**src/common/aes_pkg.sv**
```systemverilog
package aes_pkg;

    typedef logic [7:0]   byte_t;
    typedef logic [31:0]  word_t;

    // First byte in the top bits, column-major, four bytes per column
    typedef logic [127:0] block_t;

    typedef logic [3:0]   round_cnt_t;

    typedef enum logic {
        S_IDLE,
        S_ROUND
    } ctrl_state_e;

    // AES-128 always runs ten rounds
    localparam round_cnt_t NUM_ROUNDS = 4'd10;

    localparam byte_t RCON_FIRST = 8'h01;

    // Forward S-box
    localparam byte_t SBOX [0:255] = '{
        8'h63, 8'h7c, 8'h77, 8'h7b, 8'hf2, 8'h6b, 8'h6f, 8'hc5,
        8'h30, 8'h01, 8'h67, 8'h2b, 8'hfe, 8'hd7, 8'hab, 8'h76,
        8'hca, 8'h82, 8'hc9, 8'h7d, 8'hfa, 8'h59, 8'h47, 8'hf0,
        8'had, 8'hd4, 8'ha2, 8'haf, 8'h9c, 8'ha4, 8'h72, 8'hc0,
        8'hb7, 8'hfd, 8'h93, 8'h26, 8'h36, 8'h3f, 8'hf7, 8'hcc,
        8'h34, 8'ha5, 8'he5, 8'hf1, 8'h71, 8'hd8, 8'h31, 8'h15,
        8'h04, 8'hc7, 8'h23, 8'hc3, 8'h18, 8'h96, 8'h05, 8'h9a,
        8'h07, 8'h12, 8'h80, 8'he2, 8'heb, 8'h27, 8'hb2, 8'h75,
        8'h09, 8'h83, 8'h2c, 8'h1a, 8'h1b, 8'h6e, 8'h5a, 8'ha0,
        8'h52, 8'h3b, 8'hd6, 8'hb3, 8'h29, 8'he3, 8'h2f, 8'h84,
        8'h53, 8'hd1, 8'h00, 8'hed, 8'h20, 8'hfc, 8'hb1, 8'h5b,
        8'h6a, 8'hcb, 8'hbe, 8'h39, 8'h4a, 8'h4c, 8'h58, 8'hcf,
        8'hd0, 8'hef, 8'haa, 8'hfb, 8'h43, 8'h4d, 8'h33, 8'h85,
        8'h45, 8'hf9, 8'h02, 8'h7f, 8'h50, 8'h3c, 8'h9f, 8'ha8,
        8'h51, 8'ha3, 8'h40, 8'h8f, 8'h92, 8'h9d, 8'h38, 8'hf5,
        8'hbc, 8'hb6, 8'hda, 8'h21, 8'h10, 8'hff, 8'hf3, 8'hd2,
        8'hcd, 8'h0c, 8'h13, 8'hec, 8'h5f, 8'h97, 8'h44, 8'h17,
        8'hc4, 8'ha7, 8'h7e, 8'h3d, 8'h64, 8'h5d, 8'h19, 8'h73,
        8'h60, 8'h81, 8'h4f, 8'hdc, 8'h22, 8'h2a, 8'h90, 8'h88,
        8'h46, 8'hee, 8'hb8, 8'h14, 8'hde, 8'h5e, 8'h0b, 8'hdb,
        8'he0, 8'h32, 8'h3a, 8'h0a, 8'h49, 8'h06, 8'h24, 8'h5c,
        8'hc2, 8'hd3, 8'hac, 8'h62, 8'h91, 8'h95, 8'he4, 8'h79,
        8'he7, 8'hc8, 8'h37, 8'h6d, 8'h8d, 8'hd5, 8'h4e, 8'ha9,
        8'h6c, 8'h56, 8'hf4, 8'hea, 8'h65, 8'h7a, 8'hae, 8'h08,
        8'hba, 8'h78, 8'h25, 8'h2e, 8'h1c, 8'ha6, 8'hb4, 8'hc6,
        8'he8, 8'hdd, 8'h74, 8'h1f, 8'h4b, 8'hbd, 8'h8b, 8'h8a,
        8'h70, 8'h3e, 8'hb5, 8'h66, 8'h48, 8'h03, 8'hf6, 8'h0e,
        8'h61, 8'h35, 8'h57, 8'hb9, 8'h86, 8'hc1, 8'h1d, 8'h9e,
        8'he1, 8'hf8, 8'h98, 8'h11, 8'h69, 8'hd9, 8'h8e, 8'h94,
        8'h9b, 8'h1e, 8'h87, 8'he9, 8'hce, 8'h55, 8'h28, 8'hdf,
        8'h8c, 8'ha1, 8'h89, 8'h0d, 8'hbf, 8'he6, 8'h42, 8'h68,
        8'h41, 8'h99, 8'h2d, 8'h0f, 8'hb0, 8'h54, 8'hbb, 8'h16
    };

    function automatic byte_t sub_byte(input byte_t b);
        return SBOX[b];
    endfunction

    // Multiply by x in GF(2^8), polynomial 0x11b
    function automatic byte_t xtime(input byte_t b);
        return {b[6:0], 1'b0} ^ (b[7] ? 8'h1b : 8'h00);
    endfunction

endpackage

```
**src/source/aes_ctrl.sv**
```systemverilog
`timescale 1ns/1ps

module aes_ctrl
    import aes_pkg::*;
(
    input  logic  clk,
    input  logic  rst_n,
    input  logic  start,
    output logic  load,
    output logic  advance,
    output logic  final_round,
    output byte_t rcon,
    output logic  busy,
    output logic  done
);

    ctrl_state_e state;
    round_cnt_t  round_cnt;
    logic        last_round;

    assign busy        = (state == S_ROUND);
    assign load        = start && !busy;
    assign advance     = busy;
    assign last_round  = (round_cnt == NUM_ROUNDS);
    assign final_round = advance && last_round;

    always_ff @(posedge clk or negedge rst_n) begin
        if (!rst_n) begin
            state     <= S_IDLE;
            round_cnt <= '0;
            rcon      <= RCON_FIRST;
            done      <= 1'b0;
        end else begin
            done <= 1'b0;
            case (state)
                S_IDLE: begin
                    if (load) begin
                        state     <= S_ROUND;
                        round_cnt <= round_cnt_t'(1);
                        rcon      <= RCON_FIRST;
                    end
                end
                S_ROUND: begin
                    if (last_round) begin
                        state <= S_IDLE;
                        done  <= 1'b1;
                    end else begin
                        round_cnt <= round_cnt + round_cnt_t'(1);
                        // Round constants are successive powers of x
                        rcon      <= xtime(rcon);
                    end
                end
            endcase
        end
    end

    a_done_single : assert property (
        @(posedge clk) disable iff (!rst_n)
        done |=> !done
    );

    a_round_bound : assert property (
        @(posedge clk) disable iff (!rst_n)
        round_cnt <= NUM_ROUNDS
    );

    // A load is accepted while idle and the core is busy on the next cycle
    a_load_idle : assert property (
        @(posedge clk) disable iff (!rst_n)
        load |-> !busy ##1 busy
    );

endmodule

```
**config.mk**
```make
export PLATFORM = sky130hd
export DESIGN_NAME = aes_ctrl
export DESIGN_NICKNAME = d
export VERILOG_FILES = /design/src/common/aes_pkg.sv /design/src/source/aes_ctrl.sv
export SDC_FILE = /design/constraint.sdc
export NUM_CORES = 1
export LEC_CHECK = 0
export BUFFER_PORTS_ARGS = -buffer_cell sky130_fd_sc_hd__buf_2
export CORE_UTILIZATION = 40
export DETAILED_ROUTE_END_ITERATION = 12
export HOLD_SLACK_MARGIN = 0.12
export PLACE_DENSITY = 0.72
export SLEW_MARGIN = 10
export SYNTH_ARGS = -nofsm -noshare
export SYNTH_HDL_FRONTEND = slang
export SYNTH_SLANG_ARGS = --single-unit
```
**constraint.sdc**
```tcl
create_clock -name clk -period 3.5 [get_ports clk]
set_input_delay 0.175 -clock clk [delete_from_list [all_inputs] [get_ports clk]]
set_output_delay 0.175 -clock clk [all_outputs]
set_load 0.005 [all_outputs]
```
==> impl_metrics.ini, run 1 <==
[final_layout]
nNetsFinal = 81
fin_util = 0.499
drive_above_1_share = 0.280
n_antenna_cell = 0
final_cell_mix = buf_2 (15), dfrtp_1 (13), inv_1 (7)
final_common_cell = buf_2
nFillCells = 155
area_delta_synth_final_pct = 16.5

[logic_synthesis]
ys_ff_latch = 14
syn_area_sq_um = 653
ys_warn_count = 0
syn-num-nets = 63
synth.mux.area_fraction = 0.0613
ys_types = 24
synth_compound_area_frac = 0.134
synth_top_family_by_area = compound AO/OA/AOI/OAI gates
synth-xor-area-share = 0.0536
syn-instance-count = 58
synth_fa_ha_area_frac = 0.0383
synth-simple-area-share = 0.0977
syn_avg_cell_area_sq_um = 11.3
synth.yosys.seq_area_share = 0.538

[critical_path]
setup.worst_path.class = reg -> out
cp.arrival_ps = 1380
crit_path_end_kind = primary output
startpoint_type = flop
worstPathRequired_ps = 3320
timing.critical_path.fanout_max = 5

[clocking]
cts_setup_buffers = 0
cts_tree = done
cts_buffers = 3
root_buffer = clkbuf_4
worstSkewPairLatency_ps = 270
clk_path_buf_depth = 2
htreeDepth = 1
clk_pin_slew_ps = 80
hold_buffers = 1
cts_sinks = 14
cts_resized = 0

[grt]
grt_pass1_vias = 486
antenna_found_initial = 0
grt_max_degree = 15
grt_pass1_wl_microns = 2020
globalRouteOverflowTotal = 0
gr-usage-all-layers = 0.148

[sta]
slew_headroom = 0.781
report.final.slew_viol_count = 0
hold_viol = 0
tightest_slew_ps = 328
rsz0062_at_grt = false
finalClockSkew_ps = 0.371
finalCriticalPeriod_ps = 1550
final.setup.tns_ps = 0
max_clock_freq_mhz = 645
report.final.setup_viol = 0
whs_ps = 251
fin_crit_sh = 0.443

[routing]
drtIter0Drc = 5
num_vias = 468
ant_nets = 0
routed_wl_microns = 1120
avgRoutedWirePerCell_microns = 12.3
via_per_inst = 5.14
drc = 0
detail_route.first_pass.iterations = 4

[floorplanning]
pin_count = 16
start_util = 0.429
die_x_microns = 42.4
die_h_microns = 42.4
die_area_sq_um = 1800
rows = 14
core-area_sq_um = 1520

[place]
port_buffers = 15
place.gp.congestion = 0.748
dp_hpwl_microns = 869

[power]
max-vdd-ir-drop_v = 0.000363
power_density_nw_per_um2 = 987
p_leak_nw = 0.404

[status]
status = finished clean

[hold_path]
hold_class = in -> reg

[flow_run]
cap_violations = 0
## final cells by class
| cell class | count | area, sq um | share of cell area |
|---|---|---|---|
| clock buffer | 4 | 26.3 | 0.0345 |
| timing repair buffer | 16 | 85.1 | 0.112 |
| tap | 16 | 20.0 | 0.0263 |
| sequential | 14 | 352 | 0.462 |
| inverter | 7 | 26.3 | 0.0345 |
| multi-input combinational | 34 | 251 | 0.331 |
## through the flow
| step | power, mW | setup WS [ps] | cells | cell area, sq um |
|---|---|---|---|---|
| after floorplan | 0.570 | 2200 | 58 | 653 |
| after global placement | 0.647 | 2120 | 86 | 724 |
| after detailed placement | 0.667 | 2100 | 86 | 724 |
| after CTS | 0.761 | 1940 | 91 | 761 |
| after global routing | 0.820 | 1850 | 91 | 761 |
| final | 0.751 | 1950 | 91 | 761 |
## routing by layer
metal,GRT usage,vias to the layer above,wire length [microns]
met5,0,-,0
met4,0.0563,0,0
met3,0.0388,0,51
met2,0.234,10,545
met1,0.192,231,521
li1,-,227,-
## cells in the mapped netlist (all sizes together)
cell | n | area [sq um]
nand2 | 5 | 26.3
nand4b | 1 | 8.76
o2bb2ai | 1 | 8.76
o22ai | 1 | 6.26
o21ai | 2 | 10.0
xor2 | 1 | 8.76
mux2i | 4 | 40.0
buf | 2 | 18.8
ha | 2 | 25.0
xnor2 | 3 | 26.3
a22o | 4 | 35.0
a21oi | 2 | 10.0
dfrtp | 13 | 325
nor2 | 3 | 11.3
a32o | 1 | 10.0
or2 | 1 | 6.26
o21a | 1 | 7.51
inv | 7 | 26.3
nand2b | 1 | 6.26
nand3 | 1 | 5.00
clkbuf | 1 | 5.00
dfstp | 1 | 26.3
## sequential cells by signal, summed over array words and instances (netlist names)
name	flops
rcon	8
done	1
round_cnt	4
advance	1
## logic make-up after synthesis
logic type | Yosys count
DFF | 14
and+or+nand+nor | 12
xor gates and xnor gates | 4
adders and majority gates | 2
AOI/OAI and AO/OA | 12
muxes | 4
buffers and inverters | 10
## final timing paths
check | slack, ps | from | endpoint | depth (start not counted)
setup / recovery | 1950 | round_cnt[0] | final_round | 5
hold / removal | 250 | start | rcon[1] | 4
setup reg to reg | 2090 | round_cnt[0] | rcon[5] | 5
hold reg to reg | 530 | round_cnt[0] | round_cnt[0] | 1
max in group asynchronous | 2890 | rst_n | rcon[0] | 2
min in group asynchronous | 320 | rst_n | advance | 2
## where the power goes
group	total [mW]	leakage [nW]	internal [mW]	switching, mW
sequential	0.328	0.167	0.248	0.0804
combinational	0.330	0.223	0.175	0.155
clock	0.0928	0.0150	0.0441	0.0487
total	0.751	0.404	0.467	0.284
## critical path: stages (launching register included)
cell,delay (ps)
dfrtp_1,420
inv_1,70
ha_1,160
nand4b_1,210
inv_1,130
buf_2,120
Note: power is estimated with default switching activity, not from simulation.
==> inputs of run 2 (changes only) <==
Settings changed: ABC_AREA set to 1, PLACE_DENSITY 0.72 to 0.71.
Clock period 3.5 ns to 1.5 ns, I/O delays scaled along.
==> run 2 against run 1 <==
Largest power group is now sequential cells. Core utilization rose by 1.2 points. Critical endpoint is now rcon[3]. Largest cell class unchanged. Power rose by 130%. Highest routed layer is now met4. Synthesized cell count rose by 33%. Sequential power rose by 130%. Area after synthesis rose by 2.3%. Wire length rose by 10%. Worst setup slack got worse by 1900 ps. Global-route usage rose by 1.2 points. Combinational power rose by 110%. Sequential share of layout area fell by 1.6 points. Clock skew rose by 1.5 ps. Via count rose by 15%.
==> impl_metrics.ini, run 2 <==
[clocking]
clk_path_buf_depth = 2
root_buffer = clkbuf_4
clk_pin_slew_ps = 80
cts_tree = done
htreeDepth = 1
cts_sinks = 14
cts_setup_buffers = 0
cts_buffers = 3
worstSkewPairLatency_ps = 290

[status]
status = finished clean

[power]
total_power_mw = 1.70
power_density_nw_per_um2 = 2160
p_leak_nw = 0.458
max-vdd-ir-drop_v = 0.000921

[routing]
drtIter0Drc = 9
drc = 0
via_per_inst = 4.87
routed_wl_microns = 1230
ant_nets = 0
detail_route.first_pass.iterations = 4
avgRoutedWirePerCell_microns = 11.2
num_vias = 536

[critical_path]
crit_path_end_kind = flop
ff2ff_setup_slack_ps = 70
crit_top_cell = nand2_1
max_stage_delay_ps = 420
crit_family = simple AND/OR/NAND/NOR gates
path_buf_inv = 2
startpoint_type = flop
setup.worst_path.class = reg -> reg
slowest_stage = dfrtp_1
path_cells = inv_1 -> ha_1 -> nand3_2 -> nand2_2 -> inv_2 -> nand2_1 -> nand2_1
cp.arrival_ps = 1600
timing.critical_path.fanout_max = 13
worstPathRequired_ps = 1680

[grt]
grt_pass1_wl_microns = 2100
grt_pass1_vias = 466
grt_max_degree = 15
antenna_found_initial = 0
gr-usage-all-layers = 0.159
globalRouteOverflowTotal = 0

[sta]
setup_ws_ps = 74.4
hold_viol = 0
finalClockSkew_ps = 1.90
report.final.setup_viol = 0
tightest_slew_ps = 303
rsz0062_at_grt = true
finalCriticalPeriod_ps = 1430
slew_headroom = 0.798
max_clock_freq_mhz = 701
fin_crit_sh = 0.950
report.final.slew_viol_count = 0

[logic_synthesis]
synthTopCellsByArea = dfrtp_1 (49%), nand2_1 (15%), nand3_1 (9.7%)
syn-num-nets = 82
synth_top_area_frac = 0.487
synth.most_common_cell = nand2_1
ys_types = 17
synth_edf_count = 0
synth_common_cells = nand2_1 (27), dfrtp_1 (13), nand3_1 (13)
syn_avg_cell_area_sq_um = 8.68
ys_warn_count = 0
synth-main-ff-cell = dfrtp_1
postSynth.asyncResetShare = 1.00
ys_ff_latch = 14
synth_top_cell_by_area = dfrtp_1
synth.yosys.seq_area_share = 0.526
syn_area_sq_um = 668
syn-instance-count = 77

[floorplanning]
rows = 14
die_h_microns = 42.9
die_x_microns = 42.9
core-area_sq_um = 1540
pin_count = 16
start_util = 0.433
die_area_sq_um = 1840

[final_layout]
drive_above_1_share = 0.277
nFillCells = 155
largest_reg_flops = 8
multi_input_area_sq_um = 262
top_regs = rcon x8, round_cnt x4
n_antenna_cell = 0
nNetsFinal = 100
register_area_sq_um = 352
final_cell_mix = nand2_1 (27), buf_2 (15), nand3_1 (13), dfrtp_1 (13), inv_1 (5)
area_delta_synth_final_pct = 18.0
final_common_cell = nand2_1
regMostFlops = rcon

[place]
dp_slack_ps = 107
dp_hpwl_microns = 880
port_buffers = 15
place.gp.congestion = 0.795

[hold_path]
hold_class = in -> reg

[flow_run]
cap_violations = 0
## run 2: cell count changes after synthesis, moves of 3 or more
cell | before | now
nand3_1 | 1 | 13
mux2i_1 | 4 | 0
a22o_1 | 4 | 0
xnor2_1 | 3 | 0
nand2_1 | 4 | 27
## run 2: final timing paths
kind,start,endpoint,cells past startpoint
worst max-delay path,round_cnt[0],rcon[3],7
worst min-delay path,start,round_cnt[2],4
worst max register to register,round_cnt[0],rcon[3],7
worst min register to register,rcon[0],rcon[0],2
max in group asynchronous,rst_n,rcon[0],2
min in group asynchronous,rst_n,round_cnt[0],2
## run 2: logic make-up after synthesis
family,count (synthesis),share of synthesized area
compound gates,2,0.0169
simple gates,45,0.294
buf+inv,11,0.0861
fa+ha+maj,2,0.0374
flops,14,0.526
xor+xnor,3,0.0393
## run 2: worst min-delay path: stages
cell and delay [ps]:
buf_2 80, nand2_1 120, nand2_1 100, nor2_1 40
## run 2: power by group
part	internal (mW)	switching [mW]	total (mW)	leakage, nW
clock network	0.148	0.128	0.276	0.0210
registers	0.563	0.182	0.745	0.170
logic	0.299	0.385	0.684	0.267
total	1.01	0.695	1.70	0.458
## run 2: area by class of cell
cell class                 instances  area share
tap                               16      0.0254
timing repair buffer              17       0.117
multi-input combinational         52       0.332
clock buffer                       4      0.0460
inverter                           7      0.0333
sequential                        14       0.446
## run 2: what timing repair did
item                       4_1_cts  5_1_grt
hold buffers                     1        0
gates resized for setup          0        1
hold endpoints to repair        14        0
setup endpoints to repair        0        7
## run 2: per-layer routing
layer,GRT usage,wire length [microns],up-vias
met4,0.113,29,0
li1,-,-,275
met1,0.215,595,244
met3,0.0383,38,3
met5,0,0,-
met2,0.221,566,14
## run 2: stage by stage
step	setup TNS (ps)	hold WS (ps)	std cells	util	instance area, sq um
3_5_place_dp	0	-9.67	105	0.480	739
2_1_floorplan	0	-221	77	-	668
4_1_cts	0	148	110	0.510	786
6_report	0	154	110	0.511	788
3_3_place_gp	0	-13.0	105	0.480	739
5_1_grt	-175	175	110	0.511	788
==> inputs of run 3 (changes only) <==
Settings changed: SETUP_SLACK_MARGIN set to 0.1.
==> run 3 against run 2 <==
Sequential share of layout area decreased by 0.42 points. Power up 1.3%. Non-clock buffer count rose by 1. Global-route usage grew 0.18 points. Critical path depth did not move. Die area unchanged. Clock power barely moved. Clock skew is essentially flat. First-iteration DRC count unchanged. Worst setup slack better by 41 ps. Combinational power rose by 4.2%. Sequential power shrank 1%. Largest power group unchanged.
==> impl_metrics.ini, run 3 (synthesis results as in run 2) <==
[status]
status = finished clean

[routing]
via_per_inst = 4.86
ant_nets = 0
num_vias = 539
detail_route.first_pass.iterations = 4
drtIter0Drc = 9
avgRoutedWirePerCell_microns = 11.3
routed_wl_microns = 1250
drc = 0

[clocking]
cts_sinks = 14
htreeDepth = 1
worstSkewPairLatency_ps = 290
clk_pin_slew_ps = 80
cts_tree = done
root_buffer = clkbuf_4
cts_buffers = 3
clk_path_buf_depth = 2

[sta]
max_clock_freq_mhz = 722
finalClockSkew_ps = 1.96
hold_viol = 0
fin_crit_sh = 0.923
report.final.setup_viol = 0
finalCriticalPeriod_ps = 1380
rsz0062_at_grt = true
final.setup.tns_ps = 0
whs_ps = 154
tightest_slew_ps = 303
report.final.slew_viol_count = 0
slew_headroom = 0.798

[place]
port_buffers = 15
dp_hpwl_microns = 880
placed_area_sq_um = 739
place.gp.congestion = 0.795

[final_layout]
stdcell_area_sq_um = 796
final_cell_mix = nand2_1 (27), buf_2 (15), nand3_1 (13), dfrtp_1 (13), inv_1 (5)
largest_reg_flops = 8
nNetsFinal = 101
n_antenna_cell = 0
final_common_cell = nand2_1
area_delta_synth_final_pct = 19.1
nFillCells = 155
top_regs = rcon x8, round_cnt x4
drive_above_1_share = 0.284
fin_util = 0.516
regMostFlops = rcon

[grt]
globalRouteOverflowTotal = 0
gr-usage-all-layers = 0.161
antenna_found_initial = 0
grt_pass1_wl_microns = 2130
grt_max_degree = 15
grt_pass1_vias = 476

[critical_path]
r2r_start = round_cnt[0]
ff2ff_path_depth = 7
r2r_end = rcon[3]
critPathLaunch = round_cnt[0]
timing.critical_path.fanout_max = 13
startpoint_type = flop
cp-endpoint = rcon[3]
setup.worst_path.class = reg -> reg
worstPathRequired_ps = 1680
ff2ff_setup_slack_ps = 120
cp.arrival_ps = 1560
crit_path_end_kind = flop

[floorplanning]
pin_count = 16
rows = 14
core-area_sq_um = 1540
die_area_sq_um = 1840
start_util = 0.433
die_x_microns = 42.9
die_h_microns = 42.9

[power]
total_power_mw = 1.73
max-vdd-ir-drop_v = 0.000921
power_density_nw_per_um2 = 2170
p_leak_nw = 0.463

[flow_run]
cap_violations = 0

[hold_path]
hold_class = in -> reg
## run 3: metal layers
| metal | part of all wire | wire, microns | track usage | vias up |
|---|---|---|---|---|
| met5 | 0 | 0 | 0 | - |
| met4 | 0.023 | 29 | 0.113 | 0 |
| met3 | 0.030 | 38 | 0.0383 | 3 |
| met2 | 0.47 | 581 | 0.227 | 14 |
| met1 | 0.48 | 599 | 0.215 | 246 |
| li1 | - | - | - | 276 |
## run 3: what timing repair did
item / CTS / global route
endpoints found under the hold margin: 14 / 0
buffers inserted: 1 / 0
resized for setup: 0 / 1
setup endpoints to repair: 2 / 11
hold buffers: 1 / 0
## run 3: worst min-delay path by stage
stage               startpoint           end  slack, ps  cells after the start
detailed placement       rst_n  round_cnt[0]        -10                      1
global route             start  round_cnt[2]        170                      4
floorplan                rst_n       advance       -220                      0
CTS                      start  round_cnt[2]        150                      4
global placement         rst_n  round_cnt[0]        -10                      1
finish                   start  round_cnt[2]        150                      4
## run 3: area by class of cell
cell class              count  area (sq um)  area share
clock buffers               4          36.3      0.0456
inverters                   7          26.3      0.0330
multi-input cells          52           262       0.329
flip-flops and latches     14           352       0.442
well taps                  16          20.0      0.0252
repair buffers             18           100       0.126
## run 3: worst max-delay path, cell delays in order, from the launching register on
cell and delay (ps):
dfrtp_1 390, inv_1 80, ha_1 180, nand3_2 110, nand2_2 220, inv_2 130, nand2_1 80, nand2_1 60
## run 3: metrics by stage
stage / worst slack (ps) / instances
finish: 115 / 111
global route: 23.7 / 111
CTS: 103 / 111
detailed placement: 107 / 105
global placement: 170 / 105
floorplan: 336 / 77
## run 3: report_power, final
part,internal (mW),switching (mW),total [mW]
Combinational,0.315,0.398,0.713
Clock,0.148,0.128,0.276
Sequential,0.563,0.175,0.737
